File: config.mk
export PLATFORM = sky130hd
export DESIGN_NAME = row_lookup
export DESIGN_NICKNAME = d
export VERILOG_FILES = /design/src/design/row_filter_pkg.sv /design/src/design/row_lookup.sv
export SDC_FILE = /design/constraint.sdc
export NUM_CORES = 1
export LEC_CHECK = 0
export BUFFER_PORTS_ARGS = -buffer_cell sky130_fd_sc_hd__buf_4
export CAP_MARGIN = 20
export CELL_PAD_IN_SITES_DETAIL_PLACEMENT = 1
export CELL_PAD_IN_SITES_GLOBAL_PLACEMENT = 2
export CORE_ASPECT_RATIO = 1.25
export CORE_UTILIZATION = 17
export CTS_CLUSTER_DIAMETER = 30
export CTS_CLUSTER_SIZE = 20
export DETAILED_ROUTE_END_ITERATION = 7
export PLACE_DENSITY_LB_ADDON = 0.1
export SYNTH_ARGS = -nofsm -noshare
export SYNTH_HDL_FRONTEND = slang
export SYNTH_SLANG_ARGS = --single-unit
File: constraint.sdc
create_clock -name clk -period 1.2 [get_ports clk]
set_input_delay 0.12 -clock clk [delete_from_list [all_inputs] [get_ports clk]]
set_output_delay 0.12 -clock clk [all_outputs]
set_load 0.02 [all_outputs]
File: src/design/row_filter_pkg.sv
`default_nettype none

package row_filter_pkg;

    localparam int ROW_W = 20;
    localparam int CSR_W = 64;
    localparam int ID_W  = 8;

    typedef enum logic [2:0] {
        mode_idle,
        mode_insert,
        mode_clear,
        mode_lookup,
        mode_code_load,
        mode_code_match
    } filter_mode_e;

    // command words, one per mode
    localparam logic [CSR_W-1:0] CMD_IDLE       = 64'hDEADBEEFDEADBEEF;
    localparam logic [CSR_W-1:0] CMD_INSERT     = 64'hACE0DEADACE0BEEF;
    localparam logic [CSR_W-1:0] CMD_LOOKUP     = 64'hDEADACE0BEEF0ECA;
    localparam logic [CSR_W-1:0] CMD_CODE_LOAD  = 64'h0000DEADACE0BEEF;
    localparam logic [CSR_W-1:0] CMD_CODE_MATCH = 64'h0000ACE0BEEFACE0;
    localparam logic [CSR_W-1:0] CMD_CLEAR      = 64'hBEEFDEAD0ACEBEEF;

    // framing tags of a code-load data word
    localparam logic [11:0] CODE_TAG_HI = 12'hECA;
    localparam logic [11:0] CODE_TAG_LO = 12'hCAE;

    typedef struct packed {
        logic [11:0]      tag_hi;
        logic [ROW_W-1:0] mask;
        logic [ROW_W-1:0] code;
        logic [11:0]      tag_lo;
    } code_load_s;

    // row bits sit where the controller's address map puts them
    typedef struct packed {
        logic [29:0] pad_hi;
        logic [17:0] row_hi;
        logic [6:0]  pad_mid;
        logic [1:0]  row_lo;
        logic [6:0]  pad_lo;
    } row_entry_s;

    typedef union packed {
        logic [CSR_W-1:0] raw;
        code_load_s       code_load;
        row_entry_s       row_entry;
    } csr_word_u;

    // index hash a, two xor-shift rounds
    function automatic logic [31:0] hash_a(input logic [ROW_W-1:0] row,
                                           input int stack,
                                           input int idx_w);
        logic [31:0] key;
        key = {{(32-ROW_W){1'b0}}, row};
        key = key ^ (key >> (10 - stack));
        key = key ^ (key >> (4 - stack));
        return key & ((32'd1 << idx_w) - 32'd1);
    endfunction

    // index hash b, salted first round
    function automatic logic [31:0] hash_b(input logic [ROW_W-1:0] row,
                                           input int stack,
                                           input int idx_w);
        logic [31:0] key;
        key = {{(32-ROW_W){1'b0}}, row};
        key = (key ^ 32'h9dc5811c) ^ (key >> (5 - stack));
        key = key ^ (key >> (2 - stack));
        return key & ((32'd1 << idx_w) - 32'd1);
    endfunction

endpackage

`default_nettype wire

File: src/design/row_lookup.sv
`timescale 1ns/1ps
`default_nettype none

module row_lookup (
    input  wire logic                             clk,
    input  wire logic                             rst_n,
    input  wire logic                             req_valid,
    input  wire logic [row_filter_pkg::ID_W-1:0]  req_id,
    input  wire logic [row_filter_pkg::ROW_W-1:0] req_row,
    input  wire row_filter_pkg::filter_mode_e     mode,
    input  wire logic [row_filter_pkg::ROW_W-1:0] match_mask,
    input  wire logic [row_filter_pkg::ROW_W-1:0] match_code,
    output logic [row_filter_pkg::ROW_W-1:0]      rd_row_q,
    output logic                                  stage_valid,
    output logic [row_filter_pkg::ID_W-1:0]       stage_id,
    output row_filter_pkg::filter_mode_e          stage_mode,
    output logic                                  stage_code_hit
);

    import row_filter_pkg::*;

    logic masked_eq;
    logic code_hit;

    // masked compare on the incoming row
    assign masked_eq = ((req_row & match_mask) == (match_code & match_mask));
    assign code_hit  = req_valid && (mode == mode_code_match) && masked_eq;

    always_ff @(posedge clk) begin
        if (!rst_n) begin
            stage_valid    <= 1'b0;
            stage_mode     <= mode_idle;
            stage_code_hit <= 1'b0;
        end else begin
            stage_valid    <= req_valid;
            stage_mode     <= mode;
            stage_code_hit <= code_hit;
        end
    end

    // row feeds the bank read hashes at the top
    always_ff @(posedge clk) begin
        rd_row_q <= req_row;
        stage_id <= req_id;
    end

    a_hit_only_in_match: assert property (
        @(posedge clk) disable iff (!rst_n)
        stage_code_hit |-> ($past(mode) == mode_code_match && $past(req_valid))
    );

endmodule

`default_nettype wire

-- Word-level counts from Yosys, hierarchy flattened
Index checks and enable logic that the tools add are counted.
- register bits: 33
- input bits: 74
- word-level logic and storage cells: 11
- output and inout port bits: 33
- equal/unequal tests: 2
- reduce and logical (&&, ||, !) cells: 2
- bitwise operators: 2
- operators by type and width (kind ; number):
    bitwise AND 20 bit ; 2
    == test 20 bit ; 1
    == test 3 bit, second input constant ; 1
    logical AND 1 bit ; 2

-- Logic depth before layout (Yosys ltp)
- word-level depth: 3
- depth in mapped cells: 4
- gate-level depth less buffers: 4

-- Worst setup path before layout
Ideal clock, no wire load.
- path kind: input -> register
- from: input port req_row[15] (netlist bit)
- to: register stage_code_hit
- arrival time: 0.966 ns
- buffers on the path: 0
- cell stages on the path: 4
- path slack: 0.146 ns
- required time: 1.112 ns
- path through: xor2_1 > a2111oi_2 > nand3_1 > nor4_2
- longest elaborated chain between the ends: 3
- RTL lines (item ; line ; RTL):
    start, declared ; row_lookup.sv:9 ; input wire logic [row_filter_pkg::ROW_W-1:0] req_row,
    bitwise AND 20 bit ; row_lookup.sv:26 ; assign masked_eq = ((req_row & match_mask) == (match_code & match_mask));
    == test 20 bit ; row_lookup.sv:26 ;
    logical AND 1 bit ; row_lookup.sv:27 ; assign code_hit = req_valid && (mode == mode_code_match) && masked_eq;
    end signal, assigned ; row_lookup.sv:37 ; stage_code_hit <= code_hit;
    end, declared ; row_lookup.sv:17 ; output logic stage_code_hit
Every way passes these cells.
A chain may end at the register's enable or synchronous reset.

-- Worst setup path after layout
- from: input port req_row[14] (netlist bit)
- to: register stage_code_hit
Same word-level chain as after synthesis.

==> results.sh <==
export IMPL_antenna_left=0
export IMPL_nNetsFinal=287
export IMPL_maxCapViolations=0
export IMPL_setup_viol=0
export IMPL_avgSynthCellArea_um2=13.3
export IMPL_clk_path_buf_depth=2
export IMPL_yosys_area_top_type="dfxtp_1"
export IMPL_cts_tree="built"
export IMPL_cp_startpoint="req_row[14]"
export IMPL_worst_pin_slew_ns=0.271
export IMPL_timing_fmax_mhz=880
export IMPL_synth_area_top_cells="dfxtp_1 67%, xor2_1 18%, a22oi_1 6.1%, and2_1 1.9%, a2111oi_2 1.5%"
export IMPL_dr_total_vias=1069
export IMPL_hold_slack_ns=0.0541
export IMPL_wl_per_cell_um=12.1
export IMPL_die_h_um=86.9
export IMPL_yosysWarningCount=0
export IMPL_cp_max_fo=2
export IMPL_critPathArrivalTime_ns=1.33
export IMPL_min_from="req_valid"
export IMPL_status="completed"
export IMPL_io_buffers=106
export IMPL_highest_layer="met4"
export IMPL_overflow=0
export IMPL_ys_seq_elements=33
export IMPL_synth_edf_count=0
export IMPL_min_to="stage_valid$_SDFF_PN0_"
export IMPL_dieArea_um2=6080
export IMPL_synth_flop_cell="dfxtp_1"
export IMPL_track_usage=0.114
export IMPL_power_density_nw_per_um2=1170
export IMPL_worst_setup_path_type="input pin to flip-flop"
export IMPL_grt_pass1_vias=1186
export IMPL_grt_pass1_wl_mm=5.24
export IMPL_diodes=0
export IMPL_dpl_cell_area_um2=1860
export IMPL_layout_area_overhead_vs_synth_pct=127
export IMPL_rows=30
export IMPL_die_x_um=69.9
export IMPL_via_per_inst=3.85
export IMPL_core_um2=5480
export IMPL_drt_met1_wl_mm=1.21
export IMPL_layout_cells_non_filler=278
export IMPL_hold_depth=2
export IMPL_power_total_mw=2.61
export IMPL_ir_worst_vdd_mv=0.479
export IMPL_ctsHtreeMaxLevel=2
export IMPL_top_level_ports=107
export IMPL_rsz0062_at_grt="no"
export IMPL_place_inst=244
export IMPL_yosysMostFrequentCell="dfxtp_1"
export IMPL_met3_length_um=301
export IMPL_cp_end_kind="flip-flop"
export IMPL_cp_required_ns=1.39
export IMPL_yosysUniqueCellTypes=10
export IMPL_dr_pass1_iters=4
export IMPL_cts_clk_slew_worst_paths_ns=0.07
export IMPL_drv_slew=0
export IMPL_min_period_ns=1.14
export IMPL_routed_wl_mm=3.37
export IMPL_p_leak_nw=1.10
export IMPL_async_reset_ff_frac=0
export IMPL_hold_viol_final=0
export IMPL_drt_iter0_markers=16
export IMPL_dr_wl_met2_mm=1.83
export IMPL_cts_sinks=33
export IMPL_grt_max_degree=11
export IMPL_slew_headroom=0.820
export IMPL_drcViolationCount=0
export IMPL_setup_slack_ns=0.0631
export IMPL_post_place_ws_ns=-0.0626
export IMPL_antenna_found_initial=0
export IMPL_fin_crit_sh=0.947
export IMPL_cts_made_buffers=5
export IMPL_start_util=0.179
export IMPL_netlist_instances=74
export IMPL_yosysSeqAreaShare=0.673
export IMPL_yosysTopAreaCellShare=0.673
export IMPL_fin_area_um2=2230
export IMPL_hpwl_mm=2.62
export IMPL_drive_gt1_frac=0.533
export IMPL_cp_start_kind="input pin"
export IMPL_cts_root_buf="clkbuf_8"
export IMPL_hold_class="input pin to flip-flop"
export IMPL_syn_area_um2=981
export IMPL_netlist_top_cells_count="33 x dfxtp_1, 20 x xor2_1, 8 x a22oi_1"
export IMPL_gp_congestion=0.711
export IMPL_syn_nets=148
area by class of cell:
class                           count  area, um^2
Fill cell                         631        3250
Clock buffer                        7        96.3
Multi-Input combinational cell     40         317
Sequential cell                    33         661
Clock inverter                      1        5.00
Inverter                            1        3.75
Timing Repair Buffer              132        1070
Tap cell                           64        80.1
metrics by stage:
step	setup TNS, ns	util
detailed placement	-0.0626	0.339
CTS	0	0.408
finish	0	0.407
floorplan	0	-
global route	0	0.407
global placement	-0.0411	0.339
sequential cells by signal, indices dropped and copies added (netlist names):
name	count
rd_row_q	20
stage_valid	1
stage_code_hit	1
stage_mode	3
stage_id	8
worst max path at each step:
| stage | end | slack [ns] | cells past startpoint |
|---|---|---|---|
| finish | stage_code_hit$_SDFF_PN0_ | 0.06 | 5 |
| global route | stage_code_hit$_SDFF_PN0_ | 0.02 | 5 |
| CTS | stage_code_hit$_SDFF_PN0_ | 0.01 | 6 |
| detailed placement | stage_code_hit$_SDFF_PN0_ | -0.06 | 5 |
| global placement | stage_code_hit$_SDFF_PN0_ | -0.04 | 5 |
| floorplan | stage_code_hit$_SDFF_PN0_ | 0.15 | 4 |
cell usage in the layout (no fill, tap or decap), types with 2 or more instances in the layout:
master,instances
a22oi_1,8
and2_1,3
buf_4,104
clkbuf_8,7
dfxtp_1,33
dlygate4sd3_1,26
dlymetal6s4s_1,2
nand2_1,4
nand3_1,2
xor2_1,20
cell families after synthesis:
| kind of cell | count (synthesis) | share of synthesized area |
|---|---|---|
| DFF | 33 | 0.673 |
| xor gates and xnor gates | 20 | 0.179 |
| AOI/OAI and AO/OA | 10 | 0.0867 |
| and+or+nand+nor | 10 | 0.0574 |
| buffers and inverters | 1 | 0.00382 |
worst max-delay path: stages:
cell and delay, ns:
dlygate4sd3_1 0.57, xor2_1 0.18, a22oi_1 0.16, nand2_1 0.10, nor4_2 0.20
power breakdown:
group,switching (mW),leakage [nW],internal [mW]
logic,0.202,0.772,0.325
registers,0.0152,0.278,1.15
clock network,0.396,0.0542,0.518
total,0.613,1.10,2.00
metal layers:
layer,vias up,global-route usage
met4,0,0.0436
met1,475,0.110
met3,2,0.0509
met2,66,0.212
met5,-,0
li1,526,-
timing repair:
action                                  4_1_cts  5_1_grt
endpoints found under the hold margin        28        0
endpoints found under the setup margin        0        1
resized for setup                             0        2
setup buffers                                 0        0
hold buffers                                 28        0
No activity file was read; power rests on OpenSTA's default activity.
