[src/design/row_filter_pkg.sv]
`default_nettype none

package row_filter_pkg;

    localparam int ROW_W = 20;
    localparam int CSR_W = 64;
    localparam int ID_W  = 8;

    typedef enum logic [2:0] {
        mode_idle,
        mode_insert,
        mode_clear,
        mode_lookup,
        mode_code_load,
        mode_code_match
    } filter_mode_e;

    // command words, one per mode
    localparam logic [CSR_W-1:0] CMD_IDLE       = 64'hDEADBEEFDEADBEEF;
    localparam logic [CSR_W-1:0] CMD_INSERT     = 64'hACE0DEADACE0BEEF;
    localparam logic [CSR_W-1:0] CMD_LOOKUP     = 64'hDEADACE0BEEF0ECA;
    localparam logic [CSR_W-1:0] CMD_CODE_LOAD  = 64'h0000DEADACE0BEEF;
    localparam logic [CSR_W-1:0] CMD_CODE_MATCH = 64'h0000ACE0BEEFACE0;
    localparam logic [CSR_W-1:0] CMD_CLEAR      = 64'hBEEFDEAD0ACEBEEF;

    // framing tags of a code-load data word
    localparam logic [11:0] CODE_TAG_HI = 12'hECA;
    localparam logic [11:0] CODE_TAG_LO = 12'hCAE;

    typedef struct packed {
        logic [11:0]      tag_hi;
        logic [ROW_W-1:0] mask;
        logic [ROW_W-1:0] code;
        logic [11:0]      tag_lo;
    } code_load_s;

    // row bits sit where the controller's address map puts them
    typedef struct packed {
        logic [29:0] pad_hi;
        logic [17:0] row_hi;
        logic [6:0]  pad_mid;
        logic [1:0]  row_lo;
        logic [6:0]  pad_lo;
    } row_entry_s;

    typedef union packed {
        logic [CSR_W-1:0] raw;
        code_load_s       code_load;
        row_entry_s       row_entry;
    } csr_word_u;

    // index hash a, two xor-shift rounds
    function automatic logic [31:0] hash_a(input logic [ROW_W-1:0] row,
                                           input int stack,
                                           input int idx_w);
        logic [31:0] key;
        key = {{(32-ROW_W){1'b0}}, row};
        key = key ^ (key >> (10 - stack));
        key = key ^ (key >> (4 - stack));
        return key & ((32'd1 << idx_w) - 32'd1);
    endfunction

    // index hash b, salted first round
    function automatic logic [31:0] hash_b(input logic [ROW_W-1:0] row,
                                           input int stack,
                                           input int idx_w);
        logic [31:0] key;
        key = {{(32-ROW_W){1'b0}}, row};
        key = (key ^ 32'h9dc5811c) ^ (key >> (5 - stack));
        key = key ^ (key >> (2 - stack));
        return key & ((32'd1 << idx_w) - 32'd1);
    endfunction

endpackage

`default_nettype wire

[src/design/fault_verdict.sv]
`timescale 1ns/1ps
`default_nettype none

module fault_verdict #(
    parameter int NUM_HASH_STACK = 2
) (
    input  wire logic                            clk,
    input  wire logic                            rst_n,
    input  wire logic                            stage_valid,
    input  wire logic [row_filter_pkg::ID_W-1:0] stage_id,
    input  wire row_filter_pkg::filter_mode_e    stage_mode,
    input  wire logic                            stage_code_hit,
    input  wire logic [2*NUM_HASH_STACK-1:0]     bank_bits,
    output logic                                 rsp_valid,
    output logic [row_filter_pkg::ID_W-1:0]      rsp_id,
    output logic                                 rsp_faulty
);

    import row_filter_pkg::*;

    // one cycle behind stage, lined up with bank_bits
    logic         align_valid;
    logic [ID_W-1:0] align_id;
    filter_mode_e align_mode;
    logic         align_hit;
    logic         verdict;

    always_comb begin
        case (align_mode)
            mode_lookup:     verdict = &bank_bits;
            mode_code_match: verdict = align_hit;
            default:         verdict = 1'b0;
        endcase
    end

    always_ff @(posedge clk) begin
        if (!rst_n) begin
            align_valid <= 1'b0;
            align_mode  <= mode_idle;
            align_hit   <= 1'b0;
            rsp_valid   <= 1'b0;
            rsp_faulty  <= 1'b0;
        end else begin
            align_valid <= stage_valid;
            align_mode  <= stage_mode;
            align_hit   <= stage_code_hit;
            rsp_valid   <= align_valid;
            rsp_faulty  <= align_valid && verdict;
        end
    end

    always_ff @(posedge clk) begin
        align_id <= stage_id;
        rsp_id   <= align_id;
    end

    // flagged response traces back to a request two stages earlier
    a_faulty_has_request: assert property (
        @(posedge clk) disable iff (!rst_n)
        rsp_faulty |-> (rsp_valid && $past(stage_valid, 2))
    );

endmodule

`default_nettype wire

[config.mk]
export PLATFORM = sky130hd
export DESIGN_NAME = fault_verdict
export DESIGN_NICKNAME = d
export VERILOG_FILES = /design/src/design/row_filter_pkg.sv /design/src/design/fault_verdict.sv
export SDC_FILE = /design/constraint.sdc
export NUM_CORES = 1
export LEC_CHECK = 0
export BUFFER_PORTS_ARGS = -buffer_cell sky130_fd_sc_hd__buf_2
export CAP_MARGIN = 30
export CORE_AREA = 2 2 39 41
export CTS_CLUSTER_SIZE = 14
export DETAILED_ROUTE_END_ITERATION = 10
export DIE_AREA = 0 0 41 43
export PLACE_DENSITY = 0.76
export SYNTH_ARGS = -nofsm -noshare
export SYNTH_HDL_FRONTEND = slang
export SYNTH_SLANG_ARGS = --single-unit
[constraint.sdc]
create_clock -name clk -period 1.3 [get_ports clk]
set_input_delay 0.13 -clock clk [delete_from_list [all_inputs] [get_ports clk]]
set_output_delay 0.13 -clock clk [all_outputs]
set_load 0.05 [all_outputs]
## Word level (Yosys, flattened, before mapping)

Index checks and enable logic that the tools add are counted.

| cells by class | value |
|---|---|
| equal/unequal tests | 2 |
| muxes and demuxes | 1 |
| reductions and logical operators | 2 |

Operators by type and width:

| cell | count |
|---|---|
| $reduce_and 4->1 | 1 |
| $eq 3x2->1 const B | 1 |
| $eq 3x3->1 const B | 1 |
| $pmux 1 s2 | 1 |
| $logic_and 1x1->1 | 1 |

| storage, ports and cells | value |
|---|---|
| input bits | 19 |
| bits in registers | 23 |

## Logic depth before layout (Yosys ltp)

| depth | value |
|---|---|
| word-level depth | 3 |
| gate-level depth with buffers | 3 |
| depth with buffers taken out | 3 |

## Worst setup path after synthesis

No wires, ideal clock.

| path | value |
|---|---|
| path type | register to register |
| start point | register align_mode[2] |
| end point | register rsp_faulty |
| stages on the path, launching flop included | 4 |
| path buffers | 0 |
| data required time | 1,230 ps |
| setup time | 70 ps |
| slack | 536 ps |
| data arrival time | 694 ps |
| clock period less this slack | 764 ps |
| path through | dfxtp_1 > and4b_1 > nand4_1 > a21boi_1 |

| on the way | value |
|---|---|
| longest elaborated chain between the ends | 3 |

RTL lines:

| item | RTL line | source |
|---|---|---|
| start: declaration | fault_verdict.sv:24 | `filter_mode_e align_mode;` |
| start signal: assignment | fault_verdict.sv:39 | `align_mode <= mode_idle;` |
| start signal: assignment | fault_verdict.sv:45 | `align_mode <= stage_mode;` |
| $eq 3x3->1 / $eq 3x2->1 (equally long branches) | fault_verdict.sv:29 | `case (align_mode)` |
| $pmux 1 s2 * | fault_verdict.sv:29 |  |
| $logic_and 1x1->1 * | fault_verdict.sv:48 | `rsp_faulty <= align_valid && verdict;` |
| end signal: assignment | fault_verdict.sv:48 |  |
| end: declaration | fault_verdict.sv:16 | `output logic rsp_faulty` |

Mark *: on every way between the ends. The rest lies on a longest branch, timed or not.
A chain may end at the register's enable or synchronous reset.

## Final worst setup path

| path | value |
|---|---|
| start point | register rsp_id[3] in the netlist's numbering |
| end point | output port rsp_id[3] in the netlist's numbering |

RTL lines:

| item | RTL line | source |
|---|---|---|
| start: declaration | fault_verdict.sv:15 | `output logic [row_filter_pkg::ID_W-1:0] rsp_id,` |
| start signal: assignment | fault_verdict.sv:54 | `rsp_id <= align_id;` |

No word-level cell between the ends.

==> impl_metrics.json <==
{
  "worstRegToRegCells": 3,
  "ir_drop_uv": 514,
  "worstHoldStart": "stage_valid",
  "cts_htree_levels": 1,
  "yosys_warnings": 0,
  "synth-edff-count": 0,
  "finalCritPeriodShare_pct": 77.1,
  "setup_ws_ns": 0.297,
  "ys_ff_latch": 23,
  "clock_sinks": 23,
  "seq_area_frac_synth_pct": 86.8,
  "worstSetupEndpointType": "primary output",
  "worstHoldPathCells": 2,
  "hp-class": "input port to flip-flop",
  "drive_gt1_share_pct": 42.5,
  "place_ws_ns": 0.498,
  "cp_top_family": "flip-flops",
  "dr.pass1.iters": 2,
  "drv_slew": 0,
  "mappedNetlistArea_sq_um": 531,
  "crit_chain": "buf_2",
  "outcome": "finished, final reports clean",
  "setup_viol": 0,
  "cts_buffer_depth": 2,
  "worstSetupPathType": "flip-flop to primary output",
  "area_growth_syn_to_layout_pct": 50.2,
  "dp_hpwl_um": 510,
  "synth_compound_area_share_pct": 1.42,
  "synth_fa_ha_area_share_pct": 0,
  "critPathSlowestCell": "dfxtp_1",
  "fill_cells": 125,
  "reg2reg_to": "rsp_faulty",
  "tightest_slew_ns": 0.249,
  "root_buffer": "clkbuf_4",
  "drc": 0,
  "synth_flop_cell": "dfxtp_1",
  "cts_setup_buffers": 0,
  "p_leak_nw": 0.379,
  "grt_pass1_wl_um": 1130,
  "p_per_area_mw_per_mm2": 1460,
  "clk_latency_ns": 0.29,
  "reg2reg_from": "align_mode[2]",
  "reg2reg_slack_ns": 0.48,
  "die_w_um": 41,
  "nets": 93,
  "synth_top_family_by_area": "simple AND/OR/NAND/NOR gates",
  "worstHoldEndpoint": "align_valid",
  "slew-limit-headroom_pct": 83.5,
  "wl_per_cell_um": 8.13,
  "worst_setup_path_start_kind": "flip-flop",
  "gr-usage-all-layers_pct": 10.7,
  "dieHeight_um": 43,
  "coreArea_sq_mm": 0.00138,
  "n_antenna_cell": 0,
  "cts_tree": "yes",
  "path_clk_slew_ns": 0.11,
  "yosys-top-cells-count": "dfxtp_1, and2_1",
  "antenna_found_initial": 0,
  "initial_core_util_pct": 38.3,
  "yosysTopAreaCell": "dfxtp_1",
  "io_buffers": 28,
  "rsz0062_at_grt": "false",
  "synthMuxAreaShare_pct": 0,
  "synth.top_cell.area_share_pct": 86.8,
  "ys_async_sr_fraction_pct": 0,
  "overflow": 0,
  "via_count": 353,
  "ioPinCount": 29,
  "synth.area.top_cells": "dfxtp_1, and2_1, and4b_1, nand4b_1, a21boi_1",
  "grt_start_max_net_pins": 13,
  "tns_ns": 0,
  "synth_xor_area_share_pct": 0,
  "cp_max_fo": 1,
  "cts-buffers-inserted": 3,
  "skew_ns": 0.000895,
  "synth-simple-area-share_pct": 11.8,
  "fmax_ghz": 0.997,
  "postCtsResizedCells": 0,
  "cts_hold_buf": 8,
  "grt_pass1_vias": 322,
  "yosysUniqueCellTypes": 6,
  "dieArea_sq_mm": 0.00176,
  "routed_via_density": 3.97,
  "synth.most_common_cell": "dfxtp_1",
  "syn-instance-count": 33,
  "arrival_ns": 0.87,
  "worst-path-buf-inv": 1,
  "cpPeakStageDelay_ns": 0.33,
  "maxCapViolations": 0,
  "fp-row-count": 14,
  "cp_data_required_time_ns": 1.17,
  "synth_nets": 52,
  "hold_viol": 0,
  "avgSynthCellArea_sq_um": 16.1,
  "antenna_left": 0,
  "initialDrtViolationCount": 2,
  "drt_wl_total_um": 724,
  "period_minus_slack_ns": 1.00,
  "place.gp.congestion": 0.576
}
[sequential cells by signal, indices dropped and copies added, names as in the netlist]
| signal | count |
|---|---|
| rsp_id | 8 |
| align_valid | 1 |
| align_id | 8 |
| align_mode | 3 |
| rsp_valid | 1 |
| align_hit | 1 |
| rsp_faulty | 1 |
[worst register-to-register path, delay by kind of cell (launching register included)]
kind            cells  cell delay, ns
flops               1            0.33
compound gates      1            0.12
simple gates        2            0.32
[per-layer routing]
layer	wire, um	track usage, %	vias up
li1	-	-	187
met1	313	8.70	147
met2	330	15.3	17
met3	59	4.71	2
met4	19	14.0	0
met5	0	0	-
[through the flow]
| step | hold slack (ns) | area, sq um | power [mW] | std cells | util (%) |
|---|---|---|---|---|---|
| 2_1_floorplan | 0.158 | 531 | 0.823 | 33 | - |
| 4_1_cts | 0.0238 | 797 | 1.18 | 89 | 57.6 |
| 3_5_place_dp | 0.234 | 691 | 0.864 | 77 | 49.9 |
| 6_report | 0.0316 | 797 | 1.17 | 89 | 57.6 |
| 5_1_grt | 0.0191 | 797 | 1.23 | 89 | 57.6 |
| 3_3_place_gp | 0.235 | 691 | 0.862 | 77 | 49.9 |
[logic make-up after synthesis]
kind of cell,Yosys count
AND/OR/NAND/NOR,9
AO/OA/AOI/OAI,1
flip-flops,23
[final cells by class]
type / instances / area, sq um / area share (%)
flip-flops and latches: 23 / 460 / 57.8
repair buffers: 36 / 220 / 27.6
well taps: 16 / 20.0 / 2.51
multi-input cells: 10 / 70.1 / 8.79
clock buffers: 4 / 26.3 / 3.30
[how the worst max path moves through the flow]
stage                              from    endpoint  slack, ns  depth (start not counted)
after floorplan           align_mode[2]  rsp_faulty       0.54                          3
after global placement    align_mode[2]  rsp_faulty       0.53                          3
after detailed placement  align_mode[2]  rsp_faulty       0.50                          3
after CTS                     rsp_id[4]   rsp_id[4]       0.28                          1
after global routing          rsp_id[3]   rsp_id[3]       0.23                          1
final                         rsp_id[3]   rsp_id[3]       0.30                          1
[cell usage in the layout, fill, tap and decap left out]
cell           instances
a21boi_1               1
and2_1                 6
and4b_1                1
buf_2                 28
clkbuf_1               1
clkbuf_4               3
dfxtp_1               23
dlygate4sd3_1          8
nand4_1                1
nand4b_1               1
[power breakdown]
part           internal [mW]  switching, mW  total, mW  leakage (nW)
logic                 0.0495         0.0672      0.117         0.171
clock network          0.119          0.183      0.303        0.0150
registers              0.740        0.00772      0.748         0.193
Power figures use the tool's default switching activity.
