--- src/design/row_filter_pkg.sv ---
`default_nettype none

package row_filter_pkg;

    localparam int ROW_W = 20;
    localparam int CSR_W = 64;
    localparam int ID_W  = 8;

    typedef enum logic [2:0] {
        mode_idle,
        mode_insert,
        mode_clear,
        mode_lookup,
        mode_code_load,
        mode_code_match
    } filter_mode_e;

    // command words, one per mode
    localparam logic [CSR_W-1:0] CMD_IDLE       = 64'hDEADBEEFDEADBEEF;
    localparam logic [CSR_W-1:0] CMD_INSERT     = 64'hACE0DEADACE0BEEF;
    localparam logic [CSR_W-1:0] CMD_LOOKUP     = 64'hDEADACE0BEEF0ECA;
    localparam logic [CSR_W-1:0] CMD_CODE_LOAD  = 64'h0000DEADACE0BEEF;
    localparam logic [CSR_W-1:0] CMD_CODE_MATCH = 64'h0000ACE0BEEFACE0;
    localparam logic [CSR_W-1:0] CMD_CLEAR      = 64'hBEEFDEAD0ACEBEEF;

    // framing tags of a code-load data word
    localparam logic [11:0] CODE_TAG_HI = 12'hECA;
    localparam logic [11:0] CODE_TAG_LO = 12'hCAE;

    typedef struct packed {
        logic [11:0]      tag_hi;
        logic [ROW_W-1:0] mask;
        logic [ROW_W-1:0] code;
        logic [11:0]      tag_lo;
    } code_load_s;

    // row bits sit where the controller's address map puts them
    typedef struct packed {
        logic [29:0] pad_hi;
        logic [17:0] row_hi;
        logic [6:0]  pad_mid;
        logic [1:0]  row_lo;
        logic [6:0]  pad_lo;
    } row_entry_s;

    typedef union packed {
        logic [CSR_W-1:0] raw;
        code_load_s       code_load;
        row_entry_s       row_entry;
    } csr_word_u;

    // index hash a, two xor-shift rounds
    function automatic logic [31:0] hash_a(input logic [ROW_W-1:0] row,
                                           input int stack,
                                           input int idx_w);
        logic [31:0] key;
        key = {{(32-ROW_W){1'b0}}, row};
        key = key ^ (key >> (10 - stack));
        key = key ^ (key >> (4 - stack));
        return key & ((32'd1 << idx_w) - 32'd1);
    endfunction

    // index hash b, salted first round
    function automatic logic [31:0] hash_b(input logic [ROW_W-1:0] row,
                                           input int stack,
                                           input int idx_w);
        logic [31:0] key;
        key = {{(32-ROW_W){1'b0}}, row};
        key = (key ^ 32'h9dc5811c) ^ (key >> (5 - stack));
        key = key ^ (key >> (2 - stack));
        return key & ((32'd1 << idx_w) - 32'd1);
    endfunction

endpackage

`default_nettype wire

--- src/design/csr_command_decode.sv ---
`timescale 1ns/1ps
`default_nettype none

module csr_command_decode (
    input  wire logic                             clk,
    input  wire logic                             rst_n,
    input  wire logic                             csr_valid,
    input  wire row_filter_pkg::csr_word_u        csr_data,
    output row_filter_pkg::filter_mode_e          mode,
    output logic [row_filter_pkg::ROW_W-1:0]      match_mask,
    output logic [row_filter_pkg::ROW_W-1:0]      match_code,
    output logic                                  bit_wr_en,
    output logic                                  bit_wr_value,
    output logic [row_filter_pkg::ROW_W-1:0]      wr_row
);

    import row_filter_pkg::*;

    logic         is_cmd;
    filter_mode_e cmd_mode;
    logic         tags_ok;
    logic         data_strobe;
    logic         bit_mode;

    // command word match
    always_comb begin
        is_cmd   = 1'b1;
        cmd_mode = mode_idle;
        case (csr_data.raw)
            CMD_IDLE: begin
                cmd_mode = mode_idle;
            end
            CMD_INSERT: begin
                cmd_mode = mode_insert;
            end
            CMD_CLEAR: begin
                cmd_mode = mode_clear;
            end
            CMD_LOOKUP: begin
                cmd_mode = mode_lookup;
            end
            CMD_CODE_LOAD: begin
                cmd_mode = mode_code_load;
            end
            CMD_CODE_MATCH: begin
                cmd_mode = mode_code_match;
            end
            default: begin
                is_cmd = 1'b0;
            end
        endcase
    end

    assign tags_ok = (csr_data.code_load.tag_hi == CODE_TAG_HI) &&
                     (csr_data.code_load.tag_lo == CODE_TAG_LO);

    // anything that is not a command is data for the current mode
    assign data_strobe = csr_valid && !is_cmd;
    assign bit_mode    = (mode == mode_insert) || (mode == mode_clear);

    always_ff @(posedge clk) begin
        if (!rst_n) begin
            mode       <= mode_idle;
            match_mask <= '0;
            match_code <= '0;
            bit_wr_en  <= 1'b0;
        end else begin
            bit_wr_en <= data_strobe && bit_mode;
            if (csr_valid && is_cmd) begin
                mode <= cmd_mode;
            end
            // untagged words in code_load mode are dropped
            if (data_strobe && (mode == mode_code_load) && tags_ok) begin
                match_mask <= csr_data.code_load.mask;
                match_code <= csr_data.code_load.code;
            end
        end
    end

    // bit write payload, qualified by bit_wr_en
    always_ff @(posedge clk) begin
        if (data_strobe) begin
            bit_wr_value <= (mode == mode_insert);
            wr_row       <= {csr_data.row_entry.row_hi, csr_data.row_entry.row_lo};
        end
    end

    // a bit write comes only from a data word seen in insert or clear mode
    a_wr_from_bit_mode: assert property (
        @(posedge clk) disable iff (!rst_n)
        bit_wr_en |-> ($past(mode) == mode_insert || $past(mode) == mode_clear)
    );

endmodule

`default_nettype wire

--- config.mk ---
export PLATFORM = sky130hd
export DESIGN_NAME = csr_command_decode
export DESIGN_NICKNAME = d
export VERILOG_FILES = /design/src/design/row_filter_pkg.sv /design/src/design/csr_command_decode.sv
export SDC_FILE = /design/constraint.sdc
export NUM_CORES = 1
export LEC_CHECK = 0
export BUFFER_PORTS_ARGS = -buffer_cell sky130_fd_sc_hd__buf_2
export CAP_MARGIN = 5
export CORE_ASPECT_RATIO = 0.6
export CORE_MARGIN = 3
export CORE_UTILIZATION = 48
export CTS_BUF_LIST = sky130_fd_sc_hd__clkbuf_4 sky130_fd_sc_hd__clkbuf_8
export DETAILED_ROUTE_END_ITERATION = 10
export GPL_ROUTABILITY_DRIVEN = 0
export GPL_TIMING_DRIVEN = 0
export PLACE_DENSITY = 0.83
export RECOVER_POWER = 50
export SLEW_MARGIN = 20
export SYNTH_ARGS = -nofsm -noshare
export SYNTH_HDL_FRONTEND = slang
export SYNTH_SLANG_ARGS = --single-unit
--- constraint.sdc ---
create_clock -name clk -period 3.3 [get_ports clk]
set_input_delay 0.495 -clock clk [delete_from_list [all_inputs] [get_ports clk]]
set_output_delay 0.495 -clock clk [all_outputs]
set_load 0.02 [all_outputs]
# Word level (Yosys, flattened, before mapping)
# Cells that the tools add are included.
[classes]
eq_ne = 11
mux = 2
reduce_logical = 9
[op_table]
columns = ["operator", "count"]
rows = [
  ["$eq A64 B64 Y1 const B", 4],
  ["$eq A64 B48 Y1 const B", 2],
  ["$eq A12 B12 Y1 const B", 2],
  ["$pmux W3 S5", 1],
  ["$logic_and A1 B1 Y1", 6],
  ["$reduce_or A6 Y1", 1],
  ["$eq A3 B1 Y1 const B", 1],
  ["$eq A3 B2 Y1 const B", 1],
  ["$eq A3 B3 Y1 const B", 1],
  ["$logic_not A1 Y1", 1],
  ["$logic_or A1 B1 Y1", 1],
  ["$mux W1", 1],
]
[word_totals]
register_bits = 65
in_bits = 67
out_inout_bits = 65
elab_cells = 28

# Logic depth before layout (Yosys ltp)
[depth]
word_depth = 7
mapped_depth = 8
mapped_depth_nobuf = 7

# Worst setup path after synthesis
# OpenSTA, ideal clock, no wires.
[synth_timing]
kind = "input to register"
from = "input csr_data[47] in the netlist's numbering"
to = "register bit_wr_value, enable pin"
arrival_ps = 2363
setup_slack_ps = 537
path_stages = 6
n_path_buf = 0
cell_sequence = "and4b_1 > and4_2 > and3_1 > a2bb2oi_1 > o211ai_2 > nor2_1"
[synth_via]
elab_chain_len = 5
word_cells_on_any_way = 10
cone_classes = "eq/ne: 6; mux: 1; reduce/logical: 3"
[synth_rtl]
columns = ["element", "line", "rtl"]
rows = [
  ["start, declared", "csr_command_decode.sv:8", "input wire row_filter_pkg::csr_word_u csr_data,"],
  ["$eq A64 B48 Y1 or $eq A64 B64 Y1 (tied branches)", "csr_command_decode.sv:29", "case (csr_data.raw)"],
  ["$reduce_or A6 Y1 (no line) (*)", "n/a", ""],
  ["$mux W1 (*)", "csr_command_decode.sv:29", ""],
  ["$logic_not A1 Y1 (*)", "csr_command_decode.sv:58", "assign data_strobe = csr_valid && !is_cmd;"],
  ["$logic_and A1 B1 Y1 (*)", "csr_command_decode.sv:58", ""],
  ["named net data_strobe", "csr_command_decode.sv:22", "logic data_strobe;"],
  ["end signal, assigned", "csr_command_decode.sv:83", "bit_wr_value <= (mode == mode_insert);"],
  ["end, declared", "csr_command_decode.sv:13", "output logic bit_wr_value,"],
]
# The timed path passes the listed nets; every way through them passes the cells marked *.
# A chain may end at the register's enable or synchronous reset.

# Worst setup path after layout
[layout_timing]
from = "input csr_data[23] in the netlist's numbering"
to = "register bit_wr_en"
[layout_via]
elab_chain_len = 6
word_cells_on_any_way = 11
cone_classes = "eq/ne: 6; mux: 1; reduce/logical: 4"
[layout_rtl]
columns = ["element", "line", "rtl"]
rows = [
  ["$eq A64 B48 Y1 or $eq A64 B64 Y1 (tied branches)", "csr_command_decode.sv:29", ""],
  ["$reduce_or A6 Y1 (no line) (*)", "n/a", ""],
  ["$mux W1 (*)", "csr_command_decode.sv:29", ""],
  ["$logic_not A1 Y1 (*)", "csr_command_decode.sv:58", ""],
  ["$logic_and A1 B1 Y1 (*)", "csr_command_decode.sv:58", ""],
  ["named net data_strobe", "csr_command_decode.sv:22", ""],
  ["$logic_and A1 B1 Y1 (*)", "csr_command_decode.sv:68", "bit_wr_en <= data_strobe && bit_mode;"],
  ["end signal, assigned", "csr_command_decode.sv:68", ""],
  ["end, declared", "csr_command_decode.sv:12", "output logic bit_wr_en,"],
]
# Marked as above.

==> flow_metrics.py <==
metrics = {
    "floorplan": {
        "die_w_um": 103,
        "die_h_um": 64.4,
        "rows": 20,
        "start_util_pct": 51.7,
        "core-area_sq_mm": 0.00528,
        "dieArea_sq_mm": 0.00666,
        "ios": 132,
    },
    "outcome": {
        "status": "complete, no violations",
    },
    "timing": {
        "relSlewSlack_pct": 47.4,
        "setup_violations": 0,
        "rsz0062_at_grt": "false",
        "finalCritPeriodShare_pct": 81.3,
        "period_needed_ps": 2680,
        "worst_pin_slew_ps": 788,
        "tns_ps": 0,
        "final_hold_viol_count": 0,
        "slew_violations": 0,
        "max_freq_mhz": 373,
        "fin_skew_ps": 7.79,
    },
    "synth": {
        "async_flop_share_pct": 0,
        "synth-edff-count": 21,
        "synth_top_area_cell": "dfxtp_1",
        "synth_area_leaders": "dfxtp_1 (32%), edfxtp_1 (23%), nand2_1 (12%)",
        "avgSynthCellArea_sq_um": 9.38,
        "ys_seq_elements": 65,
        "syn_nets": 358,
        "synth_top_area_share_pct": 32.3,
        "yosysWarnings": 0,
        "yosysUniqueCellTypes": 43,
        "syn_inst": 291,
        "synth_common_cells": "nand2_1 (84), dfxtp_1 (44), a21oi_1 (42)",
        "synth_area_sq_mm": 0.00273,
        "synth.most_common_cell": "nand2_1",
        "seq_area_frac_synth_pct": 55.4,
        "synth_ff_type": "dfxtp_1",
    },
    "placed_design": {
        "dp_hpwl_mm": 6.58,
        "place_area_sq_mm": 0.00349,
        "io_buffers": 131,
    },
    "detailed_routing": {
        "ant_nets": 0,
        "dr_total_vias": 2842,
        "routed_wl_mm": 8.45,
        "vias_per_cell": 5.51,
        "drtIter0Drc": 223,
        "drc": 0,
        "dr.pass1.iters": 7,
        "detail_route.wl_per_cell_um": 16.4,
    },
    "min_path": {
        "hold_path.class": "in -> reg",
    },
    "power": {
        "pwr-share-seq_pct": 51.5,
        "p_int_uw": 1270,
        "swShare_pct": 23.4,
        "comb_power_share_pct": 8.7,
        "p_per_area_mw_per_mm2": 460,
        "netSwitchingPower_uw": 387,
        "worst_ir_drop_vdd_v": 0.000282,
        "power_frac_clock_pct": 39.7,
        "leakage_uw": 0.00129,
    },
    "cts": {
        "cts.clk_slew.worst_paths_ps": 70,
        "cts_buffer_depth": 2,
        "post_cts_buffers": 0,
        "cts_inserted_buffers": 9,
        "cts_tree": "yes",
        "cts_root_buf": "clkbuf_8",
        "insertion_delay_ps": 340,
        "cts_resized": 0,
        "cts_hold_buf": 0,
        "htreeDepth": 3,
        "cts_num_sinks": 65,
    },
    "global_routing": {
        "overflow": 0,
        "track_usage_pct": 26.3,
        "antenna_found_initial": 0,
        "grt_pass1_wl_mm": 13.2,
        "grt_max_degree": 14,
        "grt_pass1_vias": 2712,
    },
    "cells_and_area": {
        "drive_above_1_share_pct": 20.3,
        "fin_nets": 501,
        "area_growth_pct": 31.7,
        "n_antenna_cell": 0,
        "finalInstanceArea_sq_mm": 0.00359,
    },
    "critical_path": {
        "worstPathRequired_ps": 3540,
        "path_max_fanout": 13,
        "worstPathArrival_ps": 2920,
        "critPathKind": "in -> reg",
        "end_kind": "flip-flop",
        "worst_setup_path_start_kind": "input port",
    },
    "run": {
        "max_cap_viol_count": 0,
    },
}
==> registers in the layout, indices dropped and copies added, names as in the netlist <==
name and count:
mode 3, match_code 20, wr_row 20, bit_wr_en 1
match_mask 20, bit_wr_value 1
==> metal layers <==
layer / GRT usage [%] / routed length (um) / part of all wire [%] / up-vias
met4: 8.24 / 94 / 1.1 / 0
met1: 33.9 / 3670 / 43 / 1328
met3: 10.8 / 942 / 11 / 12
li1: - / - / - / 1337
met2: 39.9 / 3750 / 44 / 165
met5: 0 / 0 / 0 / -
==> cells by family after synthesis <==
logic type | count (synthesis) | share of synthesized area [%]
XOR/XNOR | 1 | 0.321
AND/OR/NAND/NOR | 157 | 30.7
AO/OA/AOI/OAI | 52 | 11.4
buffers and inverters | 16 | 2.20
flip-flops | 65 | 55.4
==> per-stage QoR <==
step | hold WS (ps) | instances | utilization (%) | worst slack, ps | total power (uW)
detailed placement | 440 | 500 | 66.2 | 304 | 1020
finish | 390 | 516 | 68.1 | 616 | 1650
global route | 390 | 516 | 68.1 | 481 | 1710
global placement | 435 | 499 | 65.9 | -117 | 1010
CTS | 345 | 516 | 69.8 | 670 | 1670
floorplan | 530 | 291 | - | 537 | 924
==> critical path: stages <==
cell and delay, ps:
clkbuf_1 160, nor3b_1 500, nand4b_1 180, nor4_1 550, a32oi_2 260, o211ai_2 180
nor2_2 220, buf_6 200, and4_1 180
==> cells in the final DEF, fill, tap and decap left out, types with 2 or more instances in the layout <==
cell type,n
clkbuf_4,3
nor4b_1,2
and4_1,3
edfxtp_1,21
nor3b_1,2
nand3_1,4
nand4b_1,7
or4_4,2
dfxtp_1,44
nor4_1,8
nand4_1,9
clkbuf_1,87
and4b_1,3
clkinv_2,3
nor2_1,9
clkbuf_8,9
a21oi_1,42
nor3_1,4
inv_1,3
or3_1,2
or4_1,2
nand2_1,84
and3_1,3
buf_2,57
==> power by group through the flow <==
stage	sequential (uW)	combinational, uW	clock [uW]
after floorplan	897	27.4	0
after global placement	869	144	0
after detailed placement	869	148	0
after CTS	852	149	667
after global routing	854	154	702
final	852	144	657
==> worst paths after layout <==
check / end / slack [ps] / cells after the start / start
max: bit_wr_en / 620 / 9 / csr_data[23]
min: wr_row[1] / 390 / 1 / csr_data[8]
max reg2reg: match_code[3] / 1230 / 6 / mode[0]
min reg2reg: match_mask[4] / 450 / 2 / match_mask[4]
==> area by class of cell <==
type                    instances  area, sq um
fillers                       482         1690
flip-flops and latches         65         1510
repair buffers                132          574
well taps                      77         96.3
plain buffers                  13         48.8
inverters                       3         11.3
clock buffers                  12          146
multi-input cells             210         1160
clock inverters                 4         45.0
No activity file was read; power rests on OpenSTA's default activity.
